--- config.mk ---
export PLATFORM = sky130hd
export DESIGN_NAME = code_serializer
export DESIGN_NICKNAME = d
export VERILOG_FILES = /design/src/logic/hd_pkg.sv /design/src/logic/code_serializer.sv
export SDC_FILE = /design/constraint.sdc
export NUM_CORES = 1
export LEC_CHECK = 0
export ABC_AREA = 1
export BUFFER_PORTS_ARGS = -buffer_cell sky130_fd_sc_hd__buf_2
export CORE_ASPECT_RATIO = 1.5
export CORE_MARGIN = 10
export CORE_UTILIZATION = 60
export CTS_CLUSTER_SIZE = 8
export DETAILED_ROUTE_END_ITERATION = 8
export HOLD_SLACK_MARGIN = 0.03
export PLACE_DENSITY = 0.95
export SLEW_MARGIN = 20
export SYNTH_ARGS = -nofsm -noshare
export SYNTH_HDL_FRONTEND = slang
export SYNTH_SLANG_ARGS = --single-unit
--- constraint.sdc ---
create_clock -name clk -period 41.2 [get_ports clk]
set_input_delay 12.36 -clock clk [delete_from_list [all_inputs] [get_ports clk]]
set_output_delay 12.36 -clock clk [all_outputs]
set_load 0.005 [all_outputs]
--- src/logic/hd_pkg.sv ---
// huffman codebook shared definitions
// widths for symbols, code paths and counts, plus the decoder and
// serializer state encodings

package hd_pkg;

  localparam int SYM_COUNT = 256; // one codebook entry per byte value

  typedef logic [7:0]   sym_t;       // a symbol value
  typedef logic [127:0] code_path_t; // sentinel 1 then moves, last move at bit 0
  typedef logic [31:0]  tot_count_t; // total symbols in the file
  typedef logic [6:0]   path_len_t;  // code length, 1 to 127

  typedef enum logic [2:0] {
    HD_IDLE,       // waiting for hd_enable
    HD_FETCH,      // byte request and its two wait cycles
    HD_READ_NODE,  // one tree bit, 0 internal node, 1 leaf
    HD_READ_SYM,   // eight symbol bits of a leaf
    HD_WRITE_PATH, // one write into the codebook
    HD_BACKTRACK,  // climb to the next unvisited right branch
    HD_READ_TOTAL, // 32 count bits after the tree
    HD_DONE        // header parsed, holds until reset
  } hd_state_t;

  typedef enum logic [1:0] {
    SER_IDLE,   // waiting for an accepted sym_req
    SER_LOOKUP, // codebook read in flight
    SER_SHIFT   // code bits going out, first cycle may flag a miss
  } ser_state_t;

endpackage

--- src/logic/code_serializer.sv ---
// huffman code serializer
// looks up a requested symbol in the codebook and shifts its code out
// one bit per cycle, counting encoded symbols against the file total

`timescale 1ns/1ps

module code_serializer (
  input  logic               clk,
  input  logic               rst,
  input  logic               hd_finished,
  input  hd_pkg::tot_count_t tot_chars,
  input  logic               sym_req,
  input  hd_pkg::sym_t       sym_in,
  output hd_pkg::sym_t       cb_rd_sym,
  input  hd_pkg::code_path_t cb_rd_path,
  input  logic               cb_rd_valid,
  output logic               code_bit,
  output logic               bit_valid,
  output logic               bit_last,
  output logic               sym_miss,
  output logic               file_done
);
  import hd_pkg::*;

  ser_state_t state, next_state;
  sym_t       sym_q;    // latched read address
  code_path_t path_q;   // path held for the bits after the first
  path_len_t  idx_q;    // bit of path_q that goes out next
  logic       first_q;  // first shift cycle, path still on the ram output
  tot_count_t enc_cnt;  // symbols fully encoded so far
  path_len_t  code_len; // sentinel position equals the number of moves
  code_path_t cur_path;
  path_len_t  cur_idx;
  logic       accept;

  assign accept    = sym_req && hd_finished && (state == SER_IDLE); // busy requests drop
  assign cb_rd_sym = sym_q;

  // the highest set bit is the sentinel
  always_comb begin
    code_len = '0;
    for (int i = 1; i < $bits(code_path_t); i++) begin
      if (cb_rd_path[i]) begin
        code_len = path_len_t'(i);
      end
    end
  end

  assign cur_path = first_q ? cb_rd_path : path_q;
  assign cur_idx  = first_q ? code_len - path_len_t'(1) : idx_q; // just below the sentinel

  assign bit_valid = (state == SER_SHIFT) && (!first_q || cb_rd_valid);
  assign sym_miss  = (state == SER_SHIFT) && first_q && !cb_rd_valid; // no bits follow
  assign code_bit  = bit_valid && cur_path[cur_idx];
  assign bit_last  = bit_valid && (cur_idx == '0); // bit 0 holds the final move

  always_comb begin
    next_state = state;
    case (state)
      SER_IDLE:   if (accept) next_state = SER_LOOKUP;
      SER_LOOKUP: next_state = SER_SHIFT; // ram read registers during this cycle
      SER_SHIFT:  if (sym_miss || bit_last) next_state = SER_IDLE;
      default:    next_state = SER_IDLE;
    endcase
  end

  always_ff @(posedge clk, posedge rst) begin
    if (rst) begin
      state     <= SER_IDLE;
      first_q   <= 1'b0;
      enc_cnt   <= '0;
      file_done <= 1'b0;
    end else begin
      state   <= next_state;
      first_q <= (state == SER_LOOKUP); // high for the first shift cycle only
      if (bit_last) begin
        enc_cnt <= enc_cnt + tot_count_t'(1);
        if (enc_cnt + tot_count_t'(1) == tot_chars) begin
          file_done <= 1'b1; // level, stays up until reset
        end
      end
    end
  end

  always_ff @(posedge clk) begin
    if (accept) begin
      sym_q <= sym_in;
    end
    if (state == SER_SHIFT) begin
      path_q <= cur_path;                   // keeps the path once the ram moves on
      idx_q  <= cur_idx - path_len_t'(1);   // walk down toward bit 0
    end
  end

endmodule

---- Yosys cells after proc, flatten, opt, wreduce, memory -nomap -nowiden ----
Cells that the tools add are included.
storage, ports and cells
  register bits after elaboration ......... 179
  bits of input ports ..................... 173
operators by class
  add/sub/neg operators ................... 3
  order comparisons ....................... 1
  eq/ne operators ......................... 5
  multiplexer cells ....................... 134
  reductions and logical operators ........ 15
operator list
  kind                                                         count
  2-to-1 mux 7 bit                                             127
  2-to-1 mux 128 bit                                           1
  adder 32 x 1 -> 32 bit (second input constant)               1
  == test 32 bit                                               1
  subtractor 7 x 1 -> 7 bit (second input constant)            2
  less-than comparator 7 x 8 -> 1 bit (second input constant)  1
  binary-select mux 1 bit (select 7 bit)                       1
  logical AND 1 bit                                            7
  zero test 7 bit                                              1
  one-hot mux 2 bit (3 select lines)                           1
  2-to-1 mux 2 bit                                             2
  AND reduction 2 bit                                          2
  == test 2 x 1 -> 1 bit (second input constant)               1
  == test 2 bit (second input constant)                        1
  zero test 1 bit                                              2
  zero test 2 bit                                              1
  logical OR 1 bit                                             2
  2-to-1 mux 1 bit                                             2
  inequality test 2 x 1 -> 1 bit (second input constant)       1
  inequality test 2 bit (second input constant)                1

---- Logic depth before layout (Yosys ltp) ----
Gate-level depths: netlist of run 1.
  word-level depth ........................ 134
  depth in mapped cells ................... 143
  depth with buffers taken out ............ 142

---- Worst setup path after synthesis of run 1 ----
No wires, ideal clock.
  path type ............................... input to output
  start ................................... in cb_rd_path[2]
  end ..................................... out bit_last
  arrival ................................. 19410 ps
  data required time ...................... 28840 ps
  path slack .............................. 9430 ps
  stages .................................. 136
  path buffers ............................ 2
  path through ............................ inv_1 nand2_1 nand2_1 nand2_1 nand2_1 nand2_1 nand2_1 nand2_1 nand2_1 nand2_1 nand2_1 nand2_1 nand2_1 nand2_1 nand2_1 nand2_1 nand2_1 nand2_1 (+100 left out) nand2_1 nand2_1 nand2_1 nand2_1 nand2_1 nand2_1 nand2_1 a21oi_1 ha_1 o21ai_1 inv_1 clkbuf_1 ha_1 nand2_1 nor3_4 nand2_4 inv_2 buf_6
on the way
  cells in the longest elaborated chain, start to end .. 130
RTL lines
  element                           RTL line               source
  start: declaration                code_serializer.sv:15  input hd_pkg::code_path_t cb_rd_path,
  2-to-1 mux 7 bit (126 in series)  code_serializer.sv:43  if (cb_rd_path[i]) begin
  subtractor 7 x 1 -> 7 bit         code_serializer.sv:50  assign cur_idx = first_q ? code_len - path_len_t'(1) : idx_q;
  2-to-1 mux 7 bit                  code_serializer.sv:50
  zero test 7 bit                   code_serializer.sv:55  assign bit_last = bit_valid && (cur_idx == '0);
  logical AND 1 bit                 code_serializer.sv:55
  end: declaration                  code_serializer.sv:19  output logic bit_last,
Every way passes these cells.

---- Worst setup path in the final report of run 1 ----
Ends and elaborated chain as after synthesis.

==> summary.txt, run 1 <==
cts hold-fix bufs: 0
Num CTS Buffers: 17
vias in the first global route: 11,447
total number of vias: 11,386
RSZ-0062 raised after global routing: false
Critical path origin: cb_rd_path[2]
clock skew: 0.00987 ns
CTS Root Buffer Type: clkbuf_16
power per cell area: 58.7 nW/µm²
GR Overflow Total: 0
Die X: 133 µm
Longest Clk Path Bufs: 2
initial drt markers: 1,385
worst-path cell with the longest stage delay: inv_2
Ports: 186
final setup vio count: 0
count leader, synth: nand2_1
Sum Neg Setup Slack: 0 ns
Synth Net Count: 1,778
post-route ant nets: 0
TritonRoute pass-1 iters: 6
Synth area leader: edfxtp_1
Routed WL: 32,700 µm
crit path max fanout: 46
initial antenna violation count: 6
Util after Layout: 0.700
Core Region: 18,700 µm²
worst r2r dst: file_done
max cap viols: 0
WL/cell: 16.2 µm
HPWL after DPL: 23,700 µm
fin. max-slew vios: 0
WP buf/inv: 7
R2R depth: 33
clock slew seen by the registers of the worst setup and hold paths: 0.06 ns
Min-Delay Path Class: flip-flop to flip-flop
Die Height: 189 µm
Synth top area share: 0.374
layout cells sized above 1: 0.140
Final Cell Area: 13,100 µm²
synthesis-stage register bit count: 179
Final min period: 33.97 ns
Initial Util: 0.613
buffer count from post-CTS setup fixing: 0
Synth Flop Type: edfxtp_1
Cell Count, Final, Fillers Out: 2,024
Post-route DRC: 0
DP Area: 12,500 µm²
area grow syn2layout: 14.2%
R2R Setup Slk: 36.40 ns
worst setup path end: bit_last
Cell Area, Synth: 11,500 µm²
Max stage delay on crit path: 0.38 ns
Worst-Skew Late Latency: 0.44 ns
post-route clock period utilization: 0.825
CP startpoint kind: input pin
Async SR Flop Fraction: 0.201
vias per cell: 5.63
die area: 25,200 µm²
post-place setup slack: 7.45 ns
crit-path most repeated cell: nand2_1
Synth Area per Inst: 7.16 µm²
Mapped Cells: 1,601
first-pass GRT wire length: 52,200 µm
worst vdd ir: 0.0000368 V
Crit path depth: 138
Fin. Hold Viols: 0
post-CTS sizing: 0
total track usage: 0.251
crit end category: output pin
Synth top cells by count: nand2_1 (532), inv_1 (223), nand3_1 (170)
status: completed
Cell variety after synth: 34
# port buffers: 185
Final Net Count: 1,931
FF-to-FF Start: enc_cnt[0]
Slew HR: 0.263
total leakage power: 6.21 nW
maximum clock rate: 0.0294 GHz
largest net degree at the start of global routing: 121
row cnt: 61
critical path's top delay family: simple AND/OR/NAND/NOR gates
Data arrival, critical path: 21.61 ns
htree depth: 4
final worst slack: 7.23 ns
YS warnings: 0
placed instance count: 1,987
critical path data required time: 28.84 ns
CTS sink cnt: 179
post-synthesis sequential area ratio: 0.453
CP Class: input pin to output pin
gp weighted congestion: 0.894
CTS tree: built
EDFF count, synth: 143
Synth area leaders: edfxtp_1 (37%), nand2_1 (17%), dfrtp_1 (7.9%)
actual slew at the worst max-slew pin: 1.10 ns
==> cell usage in the layout, fill, tap and decap left out, types with 17 or more instances in the layout <==
master and count:
a21oi_1 24, buf_2 185, clkbuf_16 17, dfrtp_1 35
edfxtp_1 143, inv_1 221, nand2_1 531, nand3_1 170
nor2_1 124, o21ai_0 137, o21ai_1 27, xnor2_1 22
xor2_1 28
==> routing by layer <==
metal / wire (µm) / part of all wire / global-route usage
met1: 11600 / 0.35 / 0.265
met2: 16600 / 0.51 / 0.437
met3: 2820 / 0.086 / 0.0625
met5: 13 / 0.00040 / 0
met4: 1680 / 0.051 / 0.159
==> cell type report <==
cell class / instances / area, µm²
inverter: 229 / 865
clock inverter: 15 / 118
antenna: 5 / 12.5
tap: 252 / 315
clock buffer: 17 / 425
multi-input combinational: 1131 / 5160
timing repair buffer: 196 / 1010
fill: 1421 / 5600
sequential: 179 / 5200
==> cells by family (layout without fill, tap and decap cells) <==
kind of cell             after synthesis  after routing  synth area share
AO/OA/AOI/OAI                        197            197            0.0877
XOR/XNOR                              50             50            0.0382
adder cells (fa/ha/maj)                4              4           0.00436
buffers and inverters                291            457            0.0979
flip-flops                           179            179             0.453
other                                  0              5                 0
AND/OR/NAND/NOR                      880            880             0.319
==> worst min-delay path by stage <==
stage,from,slack (ns),end,depth (start not counted)
floorplan,state[0],0.43,state[0],1
global route,state[0],0.49,state[0],1
finish,state[0],0.48,state[0],1
detailed placement,state[0],0.47,state[0],1
CTS,state[0],0.48,state[0],1
global placement,state[0],0.45,state[0],1
==> registers in the layout, summed over array words and instances (netlist names) <==
name	count
idx_q	7
first_q	1
state	2
file_done	1
enc_cnt	32
cb_rd_sym	8
path_q	128
==> through the flow <==
| step | hold WS [ns] | power, mW |
|---|---|---|
| 2_1_floorplan | 0.429 | 0.525 |
| 3_3_place_gp | 0.448 | 0.592 |
| 3_5_place_dp | 0.471 | 0.606 |
| 4_1_cts | 0.479 | 0.761 |
| 5_1_grt | 0.492 | 0.814 |
| 6_report | 0.477 | 0.768 |
==> power breakdown <==
group / total, mW / internal [mW] / switching (mW)
combinational: 0.309 / 0.0921 / 0.217
sequential: 0.305 / 0.287 / 0.0178
clock: 0.153 / 0.0823 / 0.0711
==> worst reg2reg max path: cells and delay by family, from the launching register on <==
family	cells	cell delay, ns
AO/OA/AOI/OAI	1	0.20
XOR/XNOR	2	0.41
buffers and inverters	10	0.74
flip-flops	1	0.45
AND/OR/NAND/NOR	20	2.96
(Power assumes the default switching activity.)
==> inputs of run 2 (changes only) <==
Settings changed: CORE_UTILIZATION 60 to 58, PLACE_DENSITY 0.95 to 0.94.
Clock period 41.2 ns to 32.1 ns, I/O delays scaled along.
==> summary.txt, run 2 (synthesized netlist as in run 1, its figures left out) <==
status: completed
Crit path depth: 138
vias per cell: 5.59
total leakage power: 6.20 nW
Slew HR: 0.263
die area: 25,900 µm²
total number of vias: 11,318
first-pass GRT wire length: 51,500 µm
Longest Clk Path Bufs: 2
post-route clock period utilization: 0.884
worst setup path end: bit_last
max reg flops: 128
met2 wire len: 16,700 µm
max cap viols: 0
most frequent cells in the layout: nand2_1 (531), inv_1 (221), buf_2 (185)
R2R Setup Slk: 27.18 ns
worst-path cell with the longest stage delay: inv_2
Sum Neg Setup Slack: 0 ns
Fin. Hold Viols: 0
Core Region: 19,300 µm²
initial antenna violation count: 5
Sw Share: 0.397
row cnt: 62
CP Class: input pin to output pin
Reg power frac: 0.398
largest net degree at the start of global routing: 103
top layer in use: met5
post-CTS sizing: 0
htree depth: 4
Ports: 186
worst r2r dst: file_done
maximum clock rate: 0.0352 GHz
Die Height: 192 µm
Critical path origin: cb_rd_path[2]
Post-route DRC: 0
initial drt markers: 1,207
WL/cell: 16.0 µm
crit-path most repeated cell: nand2_1
gp weighted congestion: 0.889
R2R depth: 33
post-route ant nets: 0
Num CTS Buffers: 17
power per cell area: 75.2 nW/µm²
combinational share of power: 0.401
area grow syn2layout: 14.2%
FF-to-FF Start: enc_cnt[0]
Hold Path Stages: 1
Routed WL: 32,500 µm
clock skew: 0.00795 ns
CTS Root Buffer Type: clkbuf_16
fin. max-slew vios: 0
most common cell after layout, fill and taps aside: nand2_1
Min-Delay Path Class: flip-flop to flip-flop
WP buf/inv: 7
CTS sink cnt: 179
buffer count from post-CTS setup fixing: 0
internal power: 0.594 mW
Final Net Count: 1,931
Data arrival, critical path: 18.75 ns
register bank with the most flops: path_q
cts hold-fix bufs: 0
M1 WL: 11,400 µm
# port buffers: 185
switching power: 0.391 mW
CTS tree: built
Die X: 135 µm
Routed met3 length: 2630 µm
CP startpoint kind: input pin
worst vdd ir: 0.0000533 V
GR Overflow Total: 0
layout cells sized above 1: 0.141
Cell Count, Final, Fillers Out: 2,025
Final min period: 28.38 ns
actual slew at the worst max-slew pin: 1.11 ns
final setup vio count: 0
share of total power in the clock network: 0.201
placed instance count: 1,991
Worst-Skew Late Latency: 0.44 ns
critical path data required time: 22.47 ns
Initial Util: 0.594
vias in the first global route: 11,191
RSZ-0062 raised after global routing: false
crit end category: output pin
clock slew seen by the registers of the worst setup and hold paths: 0.07 ns
HPWL after DPL: 23,700 µm
crit path max fanout: 46
total track usage: 0.245
Max stage delay on crit path: 0.40 ns
Tot Pwr: 0.985 mW
TritonRoute pass-1 iters: 6
critical path's top delay family: simple AND/OR/NAND/NOR gates
## run 2: cell types whose count changed in the layout (fill, tap and decap cells not counted), sizes merged
cell      previous run  this run
diode                5         2
clkinv              13         9
clkinvlp             3         5
clkbuf              17        19
## run 2: power by group through the flow
stage / Sequential (mW) / Combinational [mW] / Clock, mW
3_3_place_gp: 0.391 / 0.370 / 0
6_report: 0.392 / 0.395 / 0.197
5_1_grt: 0.397 / 0.439 / 0.207
4_1_cts: 0.391 / 0.387 / 0.197
3_5_place_dp: 0.394 / 0.384 / 0
2_1_floorplan: 0.395 / 0.279 / 0
## run 2: layout make-up
class	count	area (µm²)
multi-input cells	1131	5160
clock buffers	19	433
diodes	2	5.00
flip-flops and latches	179	5200
fillers	1541	6210
clock inverters	13	113
inverters	229	865
repair buffers	196	1010
well taps	256	320
## run 2: per-stage QoR
stage / area [µm²] / util / setup slack [ns] / hold WS (ns)
2_1_floorplan: 11500 / - / 5.79 / 0.429
3_3_place_gp: 12600 / 0.650 / 4.18 / 0.444
3_5_place_dp: 12600 / 0.650 / 3.91 / 0.456
4_1_cts: 13100 / 0.678 / 3.83 / 0.465
5_1_grt: 13100 / 0.678 / 2.27 / 0.490
6_report: 13100 / 0.678 / 3.72 / 0.462
## run 2: per-layer routing
metal | global-route usage | vias to the layer above
met4 | 0.151 | 6
met2 | 0.435 | 641
met5 | 0 | -
met3 | 0.0591 | 143
met1 | 0.253 | 5072
li1 | - | 5456
## run 2: worst register-to-register path, delay by kind of cell (launching register included)
| kind | cells | cell delay (ns) |
|---|---|---|
| AND/OR/NAND/NOR | 20 | 3.03 |
| AO/OA/AOI/OAI | 1 | 0.20 |
| flip-flops | 1 | 0.46 |
| buffers and inverters | 10 | 0.74 |
| XOR/XNOR | 2 | 0.44 |
## run 2: worst min-delay path by stage
stage                     startpoint        to  slack [ns]
after global routing        state[0]  state[0]        0.49
after CTS                   state[0]  state[0]        0.46
after detailed placement    state[0]  state[0]        0.46
final                       state[0]  state[0]        0.46
after floorplan             state[0]  state[0]        0.43
after global placement      state[0]  state[0]        0.44
==> inputs of run 3 (changes only) <==
Settings changed: CORE_ASPECT_RATIO 1.5 to default.
==> summary.txt, run 3 (synthesized netlist as in run 1, its figures left out) <==
Critical path origin: cb_rd_path[2]
FF-to-FF Start: enc_cnt[0]
total leakage power: 6.23 nW
Min-Delay Path Class: flip-flop to flip-flop
Final Cell Area: 13,100 µm²
final setup vio count: 0
Initial Util: 0.589
critical path data required time: 22.47 ns
first-pass GRT wire length: 52,200 µm
CTS sink cnt: 179
power per cell area: 75.4 nW/µm²
die area: 25,800 µm²
max reg flops: 128
CTS Root Buffer Type: clkbuf_16
Routed WL: 32,300 µm
crit end category: output pin
Final min period: 28.22 ns
CP Class: input pin to output pin
post-route ant nets: 0
WL/cell: 15.9 µm
actual slew at the worst max-slew pin: 1.00 ns
CTS tree: built
Core Region: 19,500 µm²
crit-path most repeated cell: nand2_1
worst r2r dst: file_done
worst-path cell with the longest stage delay: inv_1
Longest Clk Path Bufs: 2
status: completed
buffer count from post-CTS setup fixing: 0
DP Area: 12,500 µm²
GR Overflow Total: 0
TritonRoute pass-1 iters: 5
maximum clock rate: 0.0354 GHz
most common cell after layout, fill and taps aside: nand2_1
largest net degree at the start of global routing: 120
R2R Setup Slk: 26.97 ns
vias per cell: 5.55
Die Height: 161 µm
Final Net Count: 1,930
row cnt: 51
Max stage delay on crit path: 0.76 ns
initial antenna violation count: 1
layout cells sized above 1: 0.142
clock skew: 0.0121 ns
gp weighted congestion: 0.896
# fillers: 1,566
register bank with the most flops: path_q
vias in the first global route: 10,764
Worst-Skew Late Latency: 0.44 ns
worst vdd ir: 0.0000470 V
fin. max-slew vios: 0
Fin. Hold Viols: 0
htree depth: 4
most frequent cells in the layout: nand2_1 (531), inv_1 (221), buf_2 (185)
max cap viols: 0
Post-route DRC: 0
cts hold-fix bufs: 0
HPWL after DPL: 23,000 µm
initial drt markers: 1,488
RSZ-0062 raised after global routing: false
total number of vias: 11,280
Ports: 186
post-CTS sizing: 0
worst setup path end: bit_last
R2R depth: 33
post-route clock period utilization: 0.879
Sum Neg Setup Slack: 0 ns
Die X: 161 µm
area grow syn2layout: 14.6%
CP startpoint kind: input pin
clock slew seen by the registers of the worst setup and hold paths: 0.07 ns
Data arrival, critical path: 18.59 ns
total track usage: 0.242
Slew HR: 0.330
Num CTS Buffers: 17
crit path max fanout: 46
# port buffers: 185
run 3: changes by cell type in the layout (fill, tap and decap cells not counted), moves of 2 or more:
| cell | previous run | this run |
|---|---|---|
| buf_4 | 11 | 9 |
| clkinv_4 | 2 | 4 |
| clkinvlp_4 | 5 | 2 |
| inv_6 | 1 | 4 |
run 3: report_power, final:
part           switching (mW)  internal (mW)  total (mW)  leakage [nW]
clock                  0.0923          0.108       0.200         0.271
sequential             0.0230          0.368       0.391          1.82
combinational           0.278          0.121       0.399          4.13
total                   0.394          0.596       0.990          6.23
run 3: layout make-up:
class,instances,area (µm²),area share
antenna,1,2.50,0.000190
clock buffer,18,429,0.0327
multi-input combinational,1131,5160,0.393
tap,265,332,0.0252
clock inverter,14,130,0.00991
inverter,229,865,0.0658
timing repair buffer,195,1020,0.0777
sequential,179,5200,0.396
run 3: worst max-delay path, delay by kind of cell:
family | cells | cell delay (ns)
AO/OA/AOI/OAI | 2 | 0.15
AND/OR/NAND/NOR | 127 | 6.68
adder cells (fa/ha/maj) | 2 | 0.61
buffers and inverters | 5 | 1.53
run 3: worst min-delay path by stage:
| stage | start | to | slack [ns] | cells past startpoint |
|---|---|---|---|---|
| after floorplan | state[0] | state[0] | 0.43 | 1 |
| after global placement | state[0] | state[0] | 0.45 | 1 |
| after detailed placement | file_done | file_done | 0.46 | 1 |
| after CTS | file_done | file_done | 0.48 | 1 |
| after global routing | file_done | file_done | 0.51 | 1 |
| final | file_done | file_done | 0.47 | 1 |
run 3: per-stage QoR:
stage / power [mW] / util / setup slack [ns] / instances / hold slack [ns]
6_report: 0.990 / 0.675 / 3.88 / 2032 / 0.474
2_1_floorplan: 0.674 / - / 5.79 / 1601 / 0.429
5_1_grt: 1.05 / 0.675 / 2.34 / 2031 / 0.505
4_1_cts: 0.979 / 0.673 / 3.96 / 2030 / 0.475
3_5_place_dp: 0.778 / 0.644 / 4.02 / 1998 / 0.458
3_3_place_gp: 0.760 / 0.644 / 4.15 / 1998 / 0.446
run 3: layer usage:
metal,part of all wire,track usage,vias to the layer above
met5,0.00040,0,-
met4,0.029,0.0989,2
met3,0.10,0.0560,87
met2,0.47,0.394,654
met1,0.40,0.305,5081
li1,-,-,5456
