File: config.mk
export PLATFORM = sky130hd
export DESIGN_NAME = header_decoder
export DESIGN_NICKNAME = d
export VERILOG_FILES = /design/src/logic/hd_pkg.sv /design/src/logic/header_decoder.sv
export SDC_FILE = /design/constraint.sdc
export NUM_CORES = 1
export LEC_CHECK = 0
export BUFFER_PORTS_ARGS = -buffer_cell sky130_fd_sc_hd__buf_4
export CAP_MARGIN = 20
export CORE_MARGIN = 2
export CORE_UTILIZATION = 55
export DETAILED_ROUTE_END_ITERATION = 16
export PLACE_DENSITY = 0.89
export SYNTH_ARGS = -nofsm -noshare
export SYNTH_HDL_FRONTEND = slang
export SYNTH_SLANG_ARGS = --single-unit
File: constraint.sdc
create_clock -name clk -period 16.8 [get_ports clk]
set_input_delay 1.68 -clock clk [delete_from_list [all_inputs] [get_ports clk]]
set_output_delay 1.68 -clock clk [all_outputs]
set_load 0.1 [all_outputs]
File: src/logic/hd_pkg.sv
// huffman codebook shared definitions
// widths for symbols, code paths and counts, plus the decoder and
// serializer state encodings

package hd_pkg;

  localparam int SYM_COUNT = 256; // one codebook entry per byte value

  typedef logic [7:0]   sym_t;       // a symbol value
  typedef logic [127:0] code_path_t; // sentinel 1 then moves, last move at bit 0
  typedef logic [31:0]  tot_count_t; // total symbols in the file
  typedef logic [6:0]   path_len_t;  // code length, 1 to 127

  typedef enum logic [2:0] {
    HD_IDLE,       // waiting for hd_enable
    HD_FETCH,      // byte request and its two wait cycles
    HD_READ_NODE,  // one tree bit, 0 internal node, 1 leaf
    HD_READ_SYM,   // eight symbol bits of a leaf
    HD_WRITE_PATH, // one write into the codebook
    HD_BACKTRACK,  // climb to the next unvisited right branch
    HD_READ_TOTAL, // 32 count bits after the tree
    HD_DONE        // header parsed, holds until reset
  } hd_state_t;

  typedef enum logic [1:0] {
    SER_IDLE,   // waiting for an accepted sym_req
    SER_LOOKUP, // codebook read in flight
    SER_SHIFT   // code bits going out, first cycle may flag a miss
  } ser_state_t;

endpackage

File: src/logic/header_decoder.sv
// huffman header decoder
// walks the preorder tree bitstream coming from the spi byte source,
// writes one code path per leaf into the codebook and then captures the
// 32-bit total symbol count that follows the tree

`timescale 1ns/1ps

module header_decoder (
  input  logic               clk,
  input  logic               rst,
  input  logic               hd_enable,
  input  hd_pkg::sym_t       spi_byte,
  output logic               byte_req,
  output logic               cb_wr_en,
  output hd_pkg::sym_t       cb_wr_sym,
  output hd_pkg::code_path_t cb_wr_path,
  output hd_pkg::tot_count_t tot_chars,
  output logic               hd_finished
);
  import hd_pkg::*;

  localparam code_path_t ROOT_PATH = code_path_t'(1); // sentinel alone, no moves yet

  hd_state_t  state, next_state;
  hd_state_t  ret_state, next_ret_state; // where to go once a fetched byte is in
  code_path_t path, next_path;           // path of the node being visited
  logic [3:0] bit_ptr, next_bit_ptr;     // next bit of spi_byte, 8 means used up
  logic [4:0] bit_cnt, next_bit_cnt;     // bits gathered for a symbol or the count
  logic [1:0] wait_cnt, next_wait_cnt;   // cycles spent in fetch
  sym_t       sym_q, next_sym;           // symbol of the current leaf
  tot_count_t tot_q, next_tot;           // total count being shifted in
  logic       byte_empty;
  logic       cur_bit;

  assign byte_empty = bit_ptr[3];                    // all 8 bits consumed
  assign cur_bit    = spi_byte[3'd7 - bit_ptr[2:0]]; // msb of the byte comes first

  assign cb_wr_sym   = sym_q;
  assign cb_wr_path  = path;
  assign tot_chars   = tot_q;
  assign hd_finished = (state == HD_DONE); // level, sticky until reset

  always_ff @(posedge clk, posedge rst) begin
    if (rst) begin
      state     <= HD_IDLE;
      ret_state <= HD_READ_NODE;
      path      <= ROOT_PATH;
      bit_ptr   <= 4'd8;  // nothing buffered until the first fetch
      bit_cnt   <= '0;
      wait_cnt  <= '0;
      tot_q     <= '0;
    end else begin
      state     <= next_state;
      ret_state <= next_ret_state;
      path      <= next_path;
      bit_ptr   <= next_bit_ptr;
      bit_cnt   <= next_bit_cnt;
      wait_cnt  <= next_wait_cnt;
      tot_q     <= next_tot;
    end
  end

  always_ff @(posedge clk) begin
    sym_q <= next_sym; // only read after all 8 bits are shifted in
  end

  always_comb begin
    next_state     = state;
    next_ret_state = ret_state;
    next_path      = path;
    next_bit_ptr   = bit_ptr;
    next_bit_cnt   = bit_cnt;
    next_wait_cnt  = wait_cnt;
    next_sym       = sym_q;
    next_tot       = tot_q;
    byte_req       = 1'b0;
    cb_wr_en       = 1'b0;

    case (state)
      HD_IDLE: begin
        if (hd_enable) begin
          next_state     = HD_FETCH;     // first byte of the header
          next_ret_state = HD_READ_NODE; // the header opens with the root node
          next_path      = ROOT_PATH;
        end
      end

      HD_FETCH: begin
        byte_req = (wait_cnt == 2'd0); // single cycle strobe on entry
        if (wait_cnt == 2'd2) begin
          // two cycles have passed since the request so spi_byte is stable
          next_wait_cnt = '0;
          next_bit_ptr  = '0;
          next_state    = ret_state;
        end else begin
          next_wait_cnt = wait_cnt + 2'd1;
        end
      end

      HD_READ_NODE: begin
        if (byte_empty) begin
          next_state     = HD_FETCH;
          next_ret_state = HD_READ_NODE;
        end else begin
          next_bit_ptr = bit_ptr + 4'd1;
          if (cur_bit) begin
            next_bit_cnt = '0;          // leaf, its symbol follows
            next_state   = HD_READ_SYM;
          end else begin
            next_path = {path[126:0], 1'b0}; // internal node, go left first
          end
        end
      end

      HD_READ_SYM: begin
        if (byte_empty) begin
          next_state     = HD_FETCH;
          next_ret_state = HD_READ_SYM;
        end else begin
          next_bit_ptr = bit_ptr + 4'd1;
          next_sym     = {sym_q[6:0], cur_bit}; // symbol bits arrive msb first
          next_bit_cnt = bit_cnt + 5'd1;
          if (bit_cnt == 5'd7) begin
            next_state = HD_WRITE_PATH;
          end
        end
      end

      HD_WRITE_PATH: begin
        cb_wr_en   = 1'b1; // exactly one write per leaf
        next_state = HD_BACKTRACK;
      end

      HD_BACKTRACK: begin
        if (path == ROOT_PATH) begin
          // every right branch has been taken, so the tree is complete
          next_bit_cnt = '0;
          next_state   = HD_READ_TOTAL;
        end else if (path[0]) begin
          next_path = {1'b0, path[127:1]}; // drop a right move and climb up
        end else begin
          next_path  = {path[127:1], 1'b1}; // last left becomes its right sibling
          next_state = HD_READ_NODE;
        end
      end

      HD_READ_TOTAL: begin
        // the count follows the last tree bit directly in the bitstream
        if (byte_empty) begin
          next_state     = HD_FETCH;
          next_ret_state = HD_READ_TOTAL;
        end else begin
          next_bit_ptr = bit_ptr + 4'd1;
          next_tot     = {tot_q[30:0], cur_bit}; // msb first
          next_bit_cnt = bit_cnt + 5'd1;
          if (bit_cnt == 5'd31) begin
            next_state = HD_DONE;
          end
        end
      end

      HD_DONE: begin
        next_state = HD_DONE; // only reset leaves here
      end

      default: begin
        next_state = HD_IDLE;
      end
    endcase
  end

endmodule

After elaboration in Yosys (flattened, before gate mapping) --
Index checks and enable logic that the tools add are counted.
Storage, ports and cells: bits in registers 185, latch bits 0, bits in writable memories 0, bits in read-only memories 0, output and inout port bits 171, memories kept 0
Operators by class: add/subtract/negate cells 4, multiply operators 0, divide/modulo/power cells 0, $lt $le $gt $ge 1, equality and inequality tests 28, shift-type cells 0, mux-type cells 35, bitwise logic cells 1, reduce and logical (&&, ||, !) cells 17
Operator list (number):
- $mux W128 | 5
- $pmux W128 S3 | 1
- $eq A128 B1 Y1 const B | 1
- $mux W3 | 14
- $ne A2 B2 Y1 const B | 13
- $pmux W3 S8 | 1
- $mux W5 | 4
- $pmux W5 S3 | 1
- $reduce_and A5 Y1 | 3
- $eq A3 B3 Y1 const B | 4
- $ne A3 B3 Y1 const B | 4
- $pmux W3 S4 | 1
- $reduce_and A6 Y1 | 2
- $mux W4 | 2
- $pmux W4 S2 | 1
- $eq A3 B2 Y1 const B | 2
- $reduce_and A2 Y1 | 3
- $reduce_bool A3 Y1 | 2
- $add A5 B1 Y5 const B | 1
- $eq A5 B3 Y1 const B | 1
- $eq A5 B5 Y1 const B | 1
- $add A4 B1 Y4 const B | 1
- $lt A3 B4 Y1 const B | 1
- $reduce_bool A4 Y1 | 1
- 14 further kinds | 16

Logic depth before layout (Yosys ltp) --
Gate-level depths: netlist of the first run.
depth after elaboration 6, mapped depth 9

Worst setup path before layout of the first run --
No wires, ideal clock.
kind register to output, start point reg state[2], end point out byte_req, arrival 2.977 ns, required time 15.120 ns, path slack 12.143 ns, cell stages (with the launch flop) 5, buffers on the path 1, cell sequence dfrtp_1 -> buf_1 -> nor2_1 -> nand2_1 -> nor3_1
Between the ends: word-level cells in the longest chain between the ends 2
Ends and longest elaborated chain:
- start, declared | RTL line header_decoder.sv:24 | hd_state_t state, next_state;
- start signal, assigned | RTL line header_decoder.sv:53 | state <= next_state;
- $eq A3 B1 Y1 | RTL line header_decoder.sv:79 | case (state)
- $mux W1 | RTL line header_decoder.sv:79
- end, declared | RTL line header_decoder.sv:13 | output logic byte_req,
No other way between the ends.

Final worst setup path of the first run --
start point in spi_byte[2], end point reg path[60] (netlist: cb_wr_path[60])
Between the ends: word-level cells in the longest chain between the ends 4
Ends and longest elaborated chain:
- start, declared | RTL line header_decoder.sv:12 | input hd_pkg::sym_t spi_byte,
- $bmux W1 S3 | RTL line header_decoder.sv:36 | assign cur_bit = spi_byte[3'd7 - bit_ptr[2:0]];
- $mux W1 (not written as such) | RTL line header_decoder.sv:36
- $ne A2 B2 Y1 (no source line)
- $reduce_and A6 Y1 (no source line)
- end signal, assigned | RTL line header_decoder.sv:55 | path <= next_path;
- end, declared | RTL line header_decoder.sv:26 | code_path_t path, next_path;
No other way between the ends. The select of a mux whose other input is x is not followed. A chain may end at the register's enable or synchronous reset.

==> results of run 1 <==
area by class of cell:
cell class | instances | area [um^2] | share of cell area (%)
inverters | 12 | 50.0 | 0.462
repair buffers | 188 | 1430 | 13.2
flip-flops and latches | 184 | 4650 | 42.9
clock buffers | 20 | 468 | 4.32
well taps | 216 | 270 | 2.49
multi-input cells | 428 | 3810 | 35.1
clock inverters | 12 | 163 | 1.50
report_power, final:
group          internal, mW  switching (mW)  leakage [nW]  total (mW)
sequential            0.482          0.0433          2.48       0.526
clock                 0.250           0.177         0.308       0.426
combinational         0.172           0.415          2.64       0.588
total                 0.904           0.636          5.42        1.54
worst min-delay path by stage:
stage,startpoint,to,slack [ns],depth (start not counted)
after global routing,cb_wr_sym[1]$_DFFE_PP_,cb_wr_sym[2]$_DFFE_PP_,0.47,0
after floorplan,bit_cnt[0]$_DFFE_PP0P_,bit_cnt[0]$_DFFE_PP0P_,0.48,1
after detailed placement,cb_wr_sym[1]$_DFFE_PP_,cb_wr_sym[2]$_DFFE_PP_,0.44,0
after CTS,cb_wr_sym[1]$_DFFE_PP_,cb_wr_sym[2]$_DFFE_PP_,0.45,0
final,cb_wr_sym[1]$_DFFE_PP_,cb_wr_sym[2]$_DFFE_PP_,0.45,0
after global placement,cb_wr_sym[0]$_DFFE_PP_,cb_wr_sym[1]$_DFFE_PP_,0.43,0
metrics by stage:
stage	hold slack, ns	setup WS, ns	instance area, um^2	instances
6_report	0.449	12.28	10800	1060
5_1_grt	0.474	12.10	10800	1060
4_1_cts	0.450	12.30	10800	1059
3_5_place_dp	0.436	11.85	10200	1027
3_3_place_gp	0.430	11.90	10200	1027
2_1_floorplan	0.478	10.35	8740	674
cells by family (layout without fill, tap and decap cells):
kind of cell	after synthesis	in the layout	synth area share [%]
multiplexers	163	163	21.4
AO/OA/AOI/OAI	162	162	15.2
flip-flops	184	184	53.2
buffers and inverters	62	232	3.51
AND/OR/NAND/NOR	98	98	6.10
adder cells (fa/ha/maj)	3	3	0.430
XOR/XNOR	2	2	0.201
per-layer routing:
layer	GRT usage (%)	vias to the layer above	share of wire (%)	wire length, um
li1	-	2918	-	-
met1	33.4	3316	43	8890
met2	38.4	203	49	10100
met3	7.34	34	6.1	1260
met4	8.73	0	1.9	395
met5	0	-	0	0
flip-flops by register name, indices dropped and copies added, names as in the netlist:
register,count
bit_cnt,5
bit_ptr,4
cb_wr_sym,8
tot_chars,32
wait_cnt,2
ret_state,2
cb_wr_path,128
state,3
cell usage in the layout (no fill, tap or decap), types with 11 or more instances in the layout:
cell,n
buf_4,187
dfrtp_1,174
mux2_2,129
a22o_1,125
nor4_1,33
mux2_1,28
clkbuf_16,18
nand2_1,17
nor2_1,13
inv_1,11
==> impl_metrics.tcl, run 1 <==
set metrics [dict create \
    outcome "finished clean" \
    power_leakage_nw 5.42 \
    htreeDepth 4 \
    cts_hold_buf 0 \
    grt_pass1_vias 6086 \
    vias 6471 \
    wirelength_um 20700 \
    synthTopCellsByArea "dfrtp_1 (50%), mux2_2 (17%), a22o_1 (13%), mux2_1 (3.6%), edfxtp_1 (2.7%)" \
    hp-class "reg -> reg" \
    crit_chain "buf_4, mux4_2, mux2i_4, a31oi_1, a21oi_4, buf_4, buf_4, mux2_2" \
    n_antenna_cell 0 \
    cts-buffers-inserted 17 \
    ant_nets 0 \
    netlist_area_um2 8740 \
    finalCritPeriodShare_pct 26.9 \
    rr_startpoint "bit_ptr[0]$_DFFE_PP0P_" \
    crit_family "buffers and inverters" \
    globalRouteOverflowTotal 0 \
    io-pin-count 182 \
    fillers 1143 \
    initial_utilization_pct 55.6 \
    finClkSkew_ns 0.0134 \
    cts_resized 0 \
    gp_congestion 0.843 \
    netlist_instances 674 \
    routedWlPerCell_um 19.5 \
    die_h_um 130 \
    synth_edf_count 8 \
    worstMarginPinSlew_ns 1.01 \
    avgViaCountPerCell 6.10 \
    ys_warn_count 0 \
    critPathMostFrequentCell "buf_4" \
    drc 0 \
    yosysMostFrequentCell "dfrtp_1" \
    cpPeakStageDelay_ns 0.72 \
    synth_nets 688 \
    cts-root-buf "clkbuf_16" \
    die_area_um2 16900 \
    synth_top_area_share_pct 49.8 \
    drt_iter0_drc 473 \
    final_util_pct 69.0 \
    cts_tree "yes" \
    fin_setup_tns_ns 0 \
    r2r_end "cb_wr_path[60]$_DFFE_PP0P_" \
    grt_usage_pct 24.7 \
    synth_top_area_cell "dfrtp_1" \
    r2r_cells 7 \
    powerDensity_nw_per_um2 142 \
    startpoint "spi_byte[2]" \
    worstPathArrival_ns 4.85 \
    max_freq_mhz 221 \
    slowest_stage "buf_4" \
    ys_seq_area_share_pct 53.2 \
    antenna_found_initial 0 \
    worstSetupStartpointType "input port" \
    endpoint_kind "flop" \
    worstSetupPathType "in -> reg" \
    cp.required_ns 17.12 \
    endpoint "cb_wr_path[60]$_DFFE_PP0P_" \
    area_growth_pct 24.1 \
    clkLatencyLatePin_ns 0.44 \
    p_total_mw 1.54 \
    ys.flop_type "dfrtp_1" \
    hold_viol 0 \
    dpl.hpwl_um 13500 \
    clkTransAtPathRegs_ns 0.07 \
    setup_viol 0 \
    synth_common_cells "dfrtp_1 (174), mux2_2 (129), a22o_1 (125), clkbuf_1 (33), nor4_1 (33)" \
    die_x_um 130 \
    critPathBufInv 3 \
    synth_seq_cells 184 \
    period_needed_ns 4.52 \
    drive_above_1_share_pct 42.7 \
    worst_ir_drop_vdd_v 0.000124 \
    maxCapViolations 0 \
    crit_fanout 71 \
    clockBufferDepth 2 \
    syn_avg_cell_area_um2 13.0 \
    rows 46 \
    slew_headroom_pct 32.4 \
    rsz0062_at_grt "false" \
    cp.depth 8 \
    grt_max_degree 113 \
    port_buffers 181 \
    first_pass_iters 5 \
    clock_sinks 184 \
    post_cts_buffers 0 \
    final_nets 845 \
    reg2reg_slack_ns 13.09 \
    async_flop_share_pct 95.7 \
    synth_cell_types 52 \
    slew_violations 0 \
    coreArea_um2 15700 \
    grt_pass1_wl_um 32700 \
]
No activity file was read; power rests on OpenSTA's default activity.
==> run 2, diff against run 1 <==
==> constraint.sdc (replaced) <==
create_clock -name clk -period 4.7 [get_ports clk]
set_input_delay 0.47 -clock clk [delete_from_list [all_inputs] [get_ports clk]]
set_output_delay 0.47 -clock clk [all_outputs]
set_load 0.1 [all_outputs]
==> run 2 against run 1 <==
Hold slack gained 0.0088 ns; worst setup slack worse by 11 ns; sequential share of layout area hardly changed; flip-flop and latch count stayed put; sequential power rose to 3.6 times the previous value; routed wire length is 1.3% higher; critical path type is now reg -> reg; critical endpoint is now bit_cnt[1]$_DFFE_PP0P_; largest cell class unchanged; highest routed layer unchanged.
==> impl_metrics.tcl, run 2 (synthesis gave the netlist of run 1 again) <==
set metrics [dict create \
    outcome "finished clean" \
    power_leakage_nw 5.41 \
    rows 46 \
    clkTransAtPathRegs_ns 0.07 \
    dp_slack_ns 1.80 \
    finClkSkew_ns 0.0130 \
    worst_ir_drop_vdd_v 0.000456 \
    dpl.hpwl_um 13400 \
    endpoint_kind "flop" \
    cts-root-buf "clkbuf_16" \
    rr_startpoint "cb_wr_path[80]$_DFFE_PP0P_" \
    hold_path_end "cb_wr_sym[6]$_DFFE_PP_" \
    clock_sinks 184 \
    finalCritPeriodShare_pct 62.9 \
    area_growth_pct 24.1 \
    crit_fanout 5 \
    design_area_um2 10800 \
    fin_setup_tns_ns 0 \
    reg2reg_slack_ns 1.74 \
    regArea_um2 4650 \
    die_area_um2 16900 \
    cts_tree "yes" \
    avgViaCountPerCell 6.14 \
    die_x_um 130 \
    layout_common_cells "buf_4 (185), dfrtp_1 (174), mux2_2 (129)" \
    rsz0062_at_grt "false" \
    worstPathArrival_ns 3.31 \
    cp.required_ns 5.05 \
    setup_viol 0 \
    grt_max_degree 129 \
    antenna_found_initial 0 \
    routedWlPerCell_um 19.7 \
    hold_slack_ns 0.458 \
    hp-class "reg -> reg" \
    io-pin-count 182 \
    slew_headroom_pct 48.0 \
    grt_usage_pct 25.1 \
    coreArea_um2 15700 \
    die_h_um 130 \
    worstMarginPinSlew_ns 0.773 \
    cts_resized 0 \
    ant_nets 0 \
    initial_utilization_pct 55.6 \
    hold_viol 0 \
    max_freq_mhz 338 \
    period_needed_ns 2.96 \
    vias 6516 \
    worstSetupStartpointType "flop" \
    wirelength_um 21000 \
    drive_above_1_share_pct 42.3 \
    worstSetupPathType "reg -> reg" \
    n_antenna_cell 0 \
    port_buffers 181 \
    hold_start "cb_wr_sym[5]$_DFFE_PP_" \
    drt_iter0_drc 347 \
    fillers 1151 \
    maxCapViolations 0 \
    gp_congestion 0.859 \
    r2r_end "bit_cnt[1]$_DFFE_PP0P_" \
    powerDensity_nw_per_um2 504 \
    multi_input_area_um2 3810 \
    p_total_mw 5.47 \
    setup_ws_ns 1.74 \
    cts-buffers-inserted 17 \
    final_nets 847 \
    slew_violations 0 \
    grt_pass1_vias 6294 \
    post_dp_cell_area_um2 10200 \
    clkLatencyLatePin_ns 0.44 \
    htreeDepth 4 \
    clockBufferDepth 2 \
    first_pass_iters 5 \
    min_path_cells 0 \
    largest_register_ffs 128 \
    globalRouteOverflowTotal 0 \
    drc 0 \
    grt_pass1_wl_um 33400 \
    r2r_cells 6 \
    final_common_cell "buf_4" \
]
[run 2: routing by layer]
layer	routed length, um	up-vias	track usage (%)
li1	-	2933	-
met3	1590	32	7.38
met1	8680	3294	33.6
met5	0	-	0
met4	342	0	6.89
met2	10300	257	40.3
[run 2: worst max-delay path by stage]
stage,startpoint,endpoint,slack [ns],cells past startpoint
after floorplan,state[2]$_DFFE_PP0P_,byte_req,1.25,4
after global placement,spi_byte[2],cb_wr_path[54]$_DFFE_PP0P_,1.83,7
after detailed placement,spi_byte[2],cb_wr_path[18]$_DFFE_PP0P_,1.80,7
after CTS,bit_ptr[0]$_DFFE_PP0P_,cb_wr_path[37]$_DFFE_PP0P_,1.81,6
after global routing,cb_wr_path[46]$_DFFE_PP0P_,bit_cnt[3]$_DFFE_PP0P_,1.60,6
final,cb_wr_path[80]$_DFFE_PP0P_,bit_cnt[1]$_DFFE_PP0P_,1.74,6
[run 2: per-stage QoR]
step	cells	utilization (%)
after global routing	1062	69.0
final	1062	69.0
after floorplan	674	-
after global placement	1028	65.1
after CTS	1060	68.8
after detailed placement	1028	65.1
[run 2: report_power, final]
part	switching, mW	internal (mW)
Clock	0.612	0.839
Combinational	1.51	0.633
Sequential	0.155	1.72
Total	2.27	3.20
[run 2: critical path, stage by stage, from the launching register on]
cell     delay (ns)
dfrtp_1        0.43
nor4_1         0.50
nand4_1        0.20
nor4_1         0.56
nand2_1        0.24
o31ai_1        0.69
mux2i_1        0.25
[run 2: what timing repair did]
item                                   in CTS  in global routing
endpoints found under the hold margin       0                  4
buffers inserted                            0                  0
hold buffers                                0                  1
setup endpoints to repair                   0                  0
[run 2: layout make-up]
type                    instances  share of cell area (%)
clock inverters                11                    1.38
inverters                      12                   0.450
clock buffers                  21                    4.06
well taps                     216                    2.49
flip-flops and latches        184                    42.8
repair buffers                190                    13.6
multi-input cells             428                    35.1
==> run 3, diff against run 2 <==
--- a/config.mk
+++ b/config.mk
@@ -8,9 +8,9 @@
 export BUFFER_PORTS_ARGS = -buffer_cell sky130_fd_sc_hd__buf_4
 export CAP_MARGIN = 20
 export CORE_MARGIN = 2
-export CORE_UTILIZATION = 55
+export CORE_UTILIZATION = 50
 export DETAILED_ROUTE_END_ITERATION = 16
-export PLACE_DENSITY = 0.89
+export PLACE_DENSITY = 0.86
 export SYNTH_ARGS = -nofsm -noshare
 export SYNTH_HDL_FRONTEND = slang
 export SYNTH_SLANG_ARGS = --single-unit
==> constraint.sdc (replaced) <==
create_clock -name clk -period 2.38 [get_ports clk]
set_input_delay 0.238 -clock clk [delete_from_list [all_inputs] [get_ports clk]]
set_output_delay 0.238 -clock clk [all_outputs]
set_load 0.1 [all_outputs]
==> run 3 against run 2 <==
The flow now finishes with violations (setup timing); critical path depth rose by 3; via count up 9.7%; count of clock-buffer cells in the layout is 1 lower; flip-flop and latch count did not move; final area increased by 13%; utilization grew 2.1 points; non-clock buffer count increased by 116; routed wire length is 17% higher; power rose by 120%; critical path type unchanged; critical endpoint is now cb_wr_path[109]$_DFFE_PP0P_; largest power group unchanged.
==> impl_metrics.tcl, run 3 (synthesis gave the netlist of run 1 again) <==
set metrics [dict create \
    routedWlPerCell_um 20.7 \
    cts-root-buf "clkbuf_16" \
    finalCritPeriodShare_pct 104 \
    die_h_um 136 \
    dp_cells 1138 \
    grt_max_degree 52 \
    setup_viol 105 \
    max_freq_mhz 406 \
    grt_usage_pct 25.3 \
    initial_utilization_pct 50.9 \
    ant_nets 0 \
    globalRouteOverflowTotal 0 \
    htreeDepth 4 \
    endpoint_kind "flop" \
    die_x_um 136 \
    hp-class "in -> reg" \
    grt_pass1_vias 6988 \
    wirelength_um 24600 \
    clock_sinks 184 \
    multi_input_area_um2 4040 \
    die_area_um2 18500 \
    gp_congestion 0.839 \
    worstSetupPathType "reg -> reg" \
    regArea_um2 4650 \
    setup_ws_ns -0.0851 \
    area_growth_pct 39.8 \
    reg2reg_slack_ns -0.09 \
    clkTransAtPathRegs_ns 0.07 \
    clkLatencyLatePin_ns 0.44 \
    first_pass_iters 5 \
    slew_violations 0 \
    slew_headroom_pct 60.4 \
    worstPathArrival_ns 2.78 \
    dpl.hpwl_um 15300 \
    drc 0 \
    layout_common_cells "buf_4 (281), dfrtp_1 (174), a22o_1 (125)" \
    avgViaCountPerCell 6.02 \
    instances_no_fill 1187 \
    cts-buffers-inserted 17 \
    crit_fanout 8 \
    powerDensity_nw_per_um2 1000 \
    rows 48 \
    io-pin-count 182 \
    drive_above_1_share_pct 52.3 \
    hold_viol 0 \
    n_antenna_cell 0 \
    clockBufferDepth 2 \
    cts_tree "yes" \
    power_leakage_nw 6.17 \
    finClkSkew_ns 0.0117 \
    drt_iter0_drc 532 \
    final_common_cell "buf_4" \
    antenna_found_initial 0 \
    port_buffers 181 \
    worst_ir_drop_vdd_v 0.000814 \
    coreArea_um2 17200 \
    grt_pass1_wl_um 36800 \
    violations "setup timing" \
    period_needed_ns 2.47 \
    worstMarginPinSlew_ns 0.593 \
    maxCapViolations 0 \
    outcome "finished with violations" \
    final_nets 963 \
    worstSetupStartpointType "flop" \
    largest_register_ffs 128 \
    final_util_pct 71.1 \
    fillers 1157 \
    rsz0062_at_grt "true" \
    cp.required_ns 2.70 \
    vias 7147 \
]
run 3: final timing paths:
kind | start | end | cells past startpoint
hold reg to reg | cb_wr_sym[2]$_DFFE_PP_ | cb_wr_sym[3]$_DFFE_PP_ | 0
setup / recovery | cb_wr_path[67]$_DFFE_PP0P_ | cb_wr_path[109]$_DFFE_PP0P_ | 9
max in group asynchronous | rst | bit_ptr[3]$_DFFE_PP1P_ | 4
setup reg to reg | cb_wr_path[67]$_DFFE_PP0P_ | cb_wr_path[109]$_DFFE_PP0P_ | 9
hold / removal | hd_enable | ret_state[2]$_DFFE_PP0P_ | 4
min in group asynchronous | rst | cb_wr_path[52]$_DFFE_PP0P_ | 3
run 3: worst max-delay path: stages, from the launching register on:
cell	delay (ns)
dfrtp_1	0.45
nor4_2	0.36
nand4_1	0.16
nor4_2	0.33
buf_4	0.19
a21bo_4	0.13
a21oi_4	0.08
buf_4	0.17
clkbuf_16	0.16
mux2_1	0.31
run 3: layout make-up:
type	instances	share of cell area, %
clock inverters	12	1.32
flip-flops and latches	184	38.1
repair buffers	306	21.0
well taps	225	2.31
inverters	12	0.400
clock buffers	20	3.82
multi-input cells	428	33.1
run 3: through the flow:
stage | TNS, ns | setup WS, ns | hold WS, ns | power (mW) | instance area, um^2
6_report | -4.58 | -0.0851 | 0.276 | 12.2 | 12200
5_1_grt | -8.31 | -0.109 | 0.294 | 12.7 | 12200
4_1_cts | -1.02 | -0.0288 | 0.266 | 11.6 | 11900
3_5_place_dp | -7.98 | -0.114 | 0.343 | 8.39 | 11100
3_3_place_gp | -6.46 | -0.0903 | 0.339 | 8.35 | 11100
2_1_floorplan | -40.89 | -0.280 | 0.478 | 7.32 | 8750
run 3: metal layers:
layer	track usage [%]	wire [um]	vias up	share of wire, %
li1	-	-	3162	-
met1	33.3	9970	3622	41
met2	40.9	12300	315	50
met3	6.52	1830	48	7.5
met4	8.56	505	0	2.1
met5	0	0	-	0
run 3: report_power, final:
| part | switching [mW] | internal, mW |
|---|---|---|
| combinational | 3.46 | 2.09 |
| sequential | 0.244 | 3.40 |
| clock | 1.26 | 1.75 |
| total | 4.97 | 7.24 |
run 3: what timing repair did:
item / 4_1_cts / 5_1_grt
cloned: 1 / 6
setup buffers: 3 / 6
hold buffers: 1 / 0
endpoints found under the setup margin: 88 / 124
hold endpoints to repair: 19 / 0
pin swaps: 0 / 2
gates resized for setup: 11 / 43
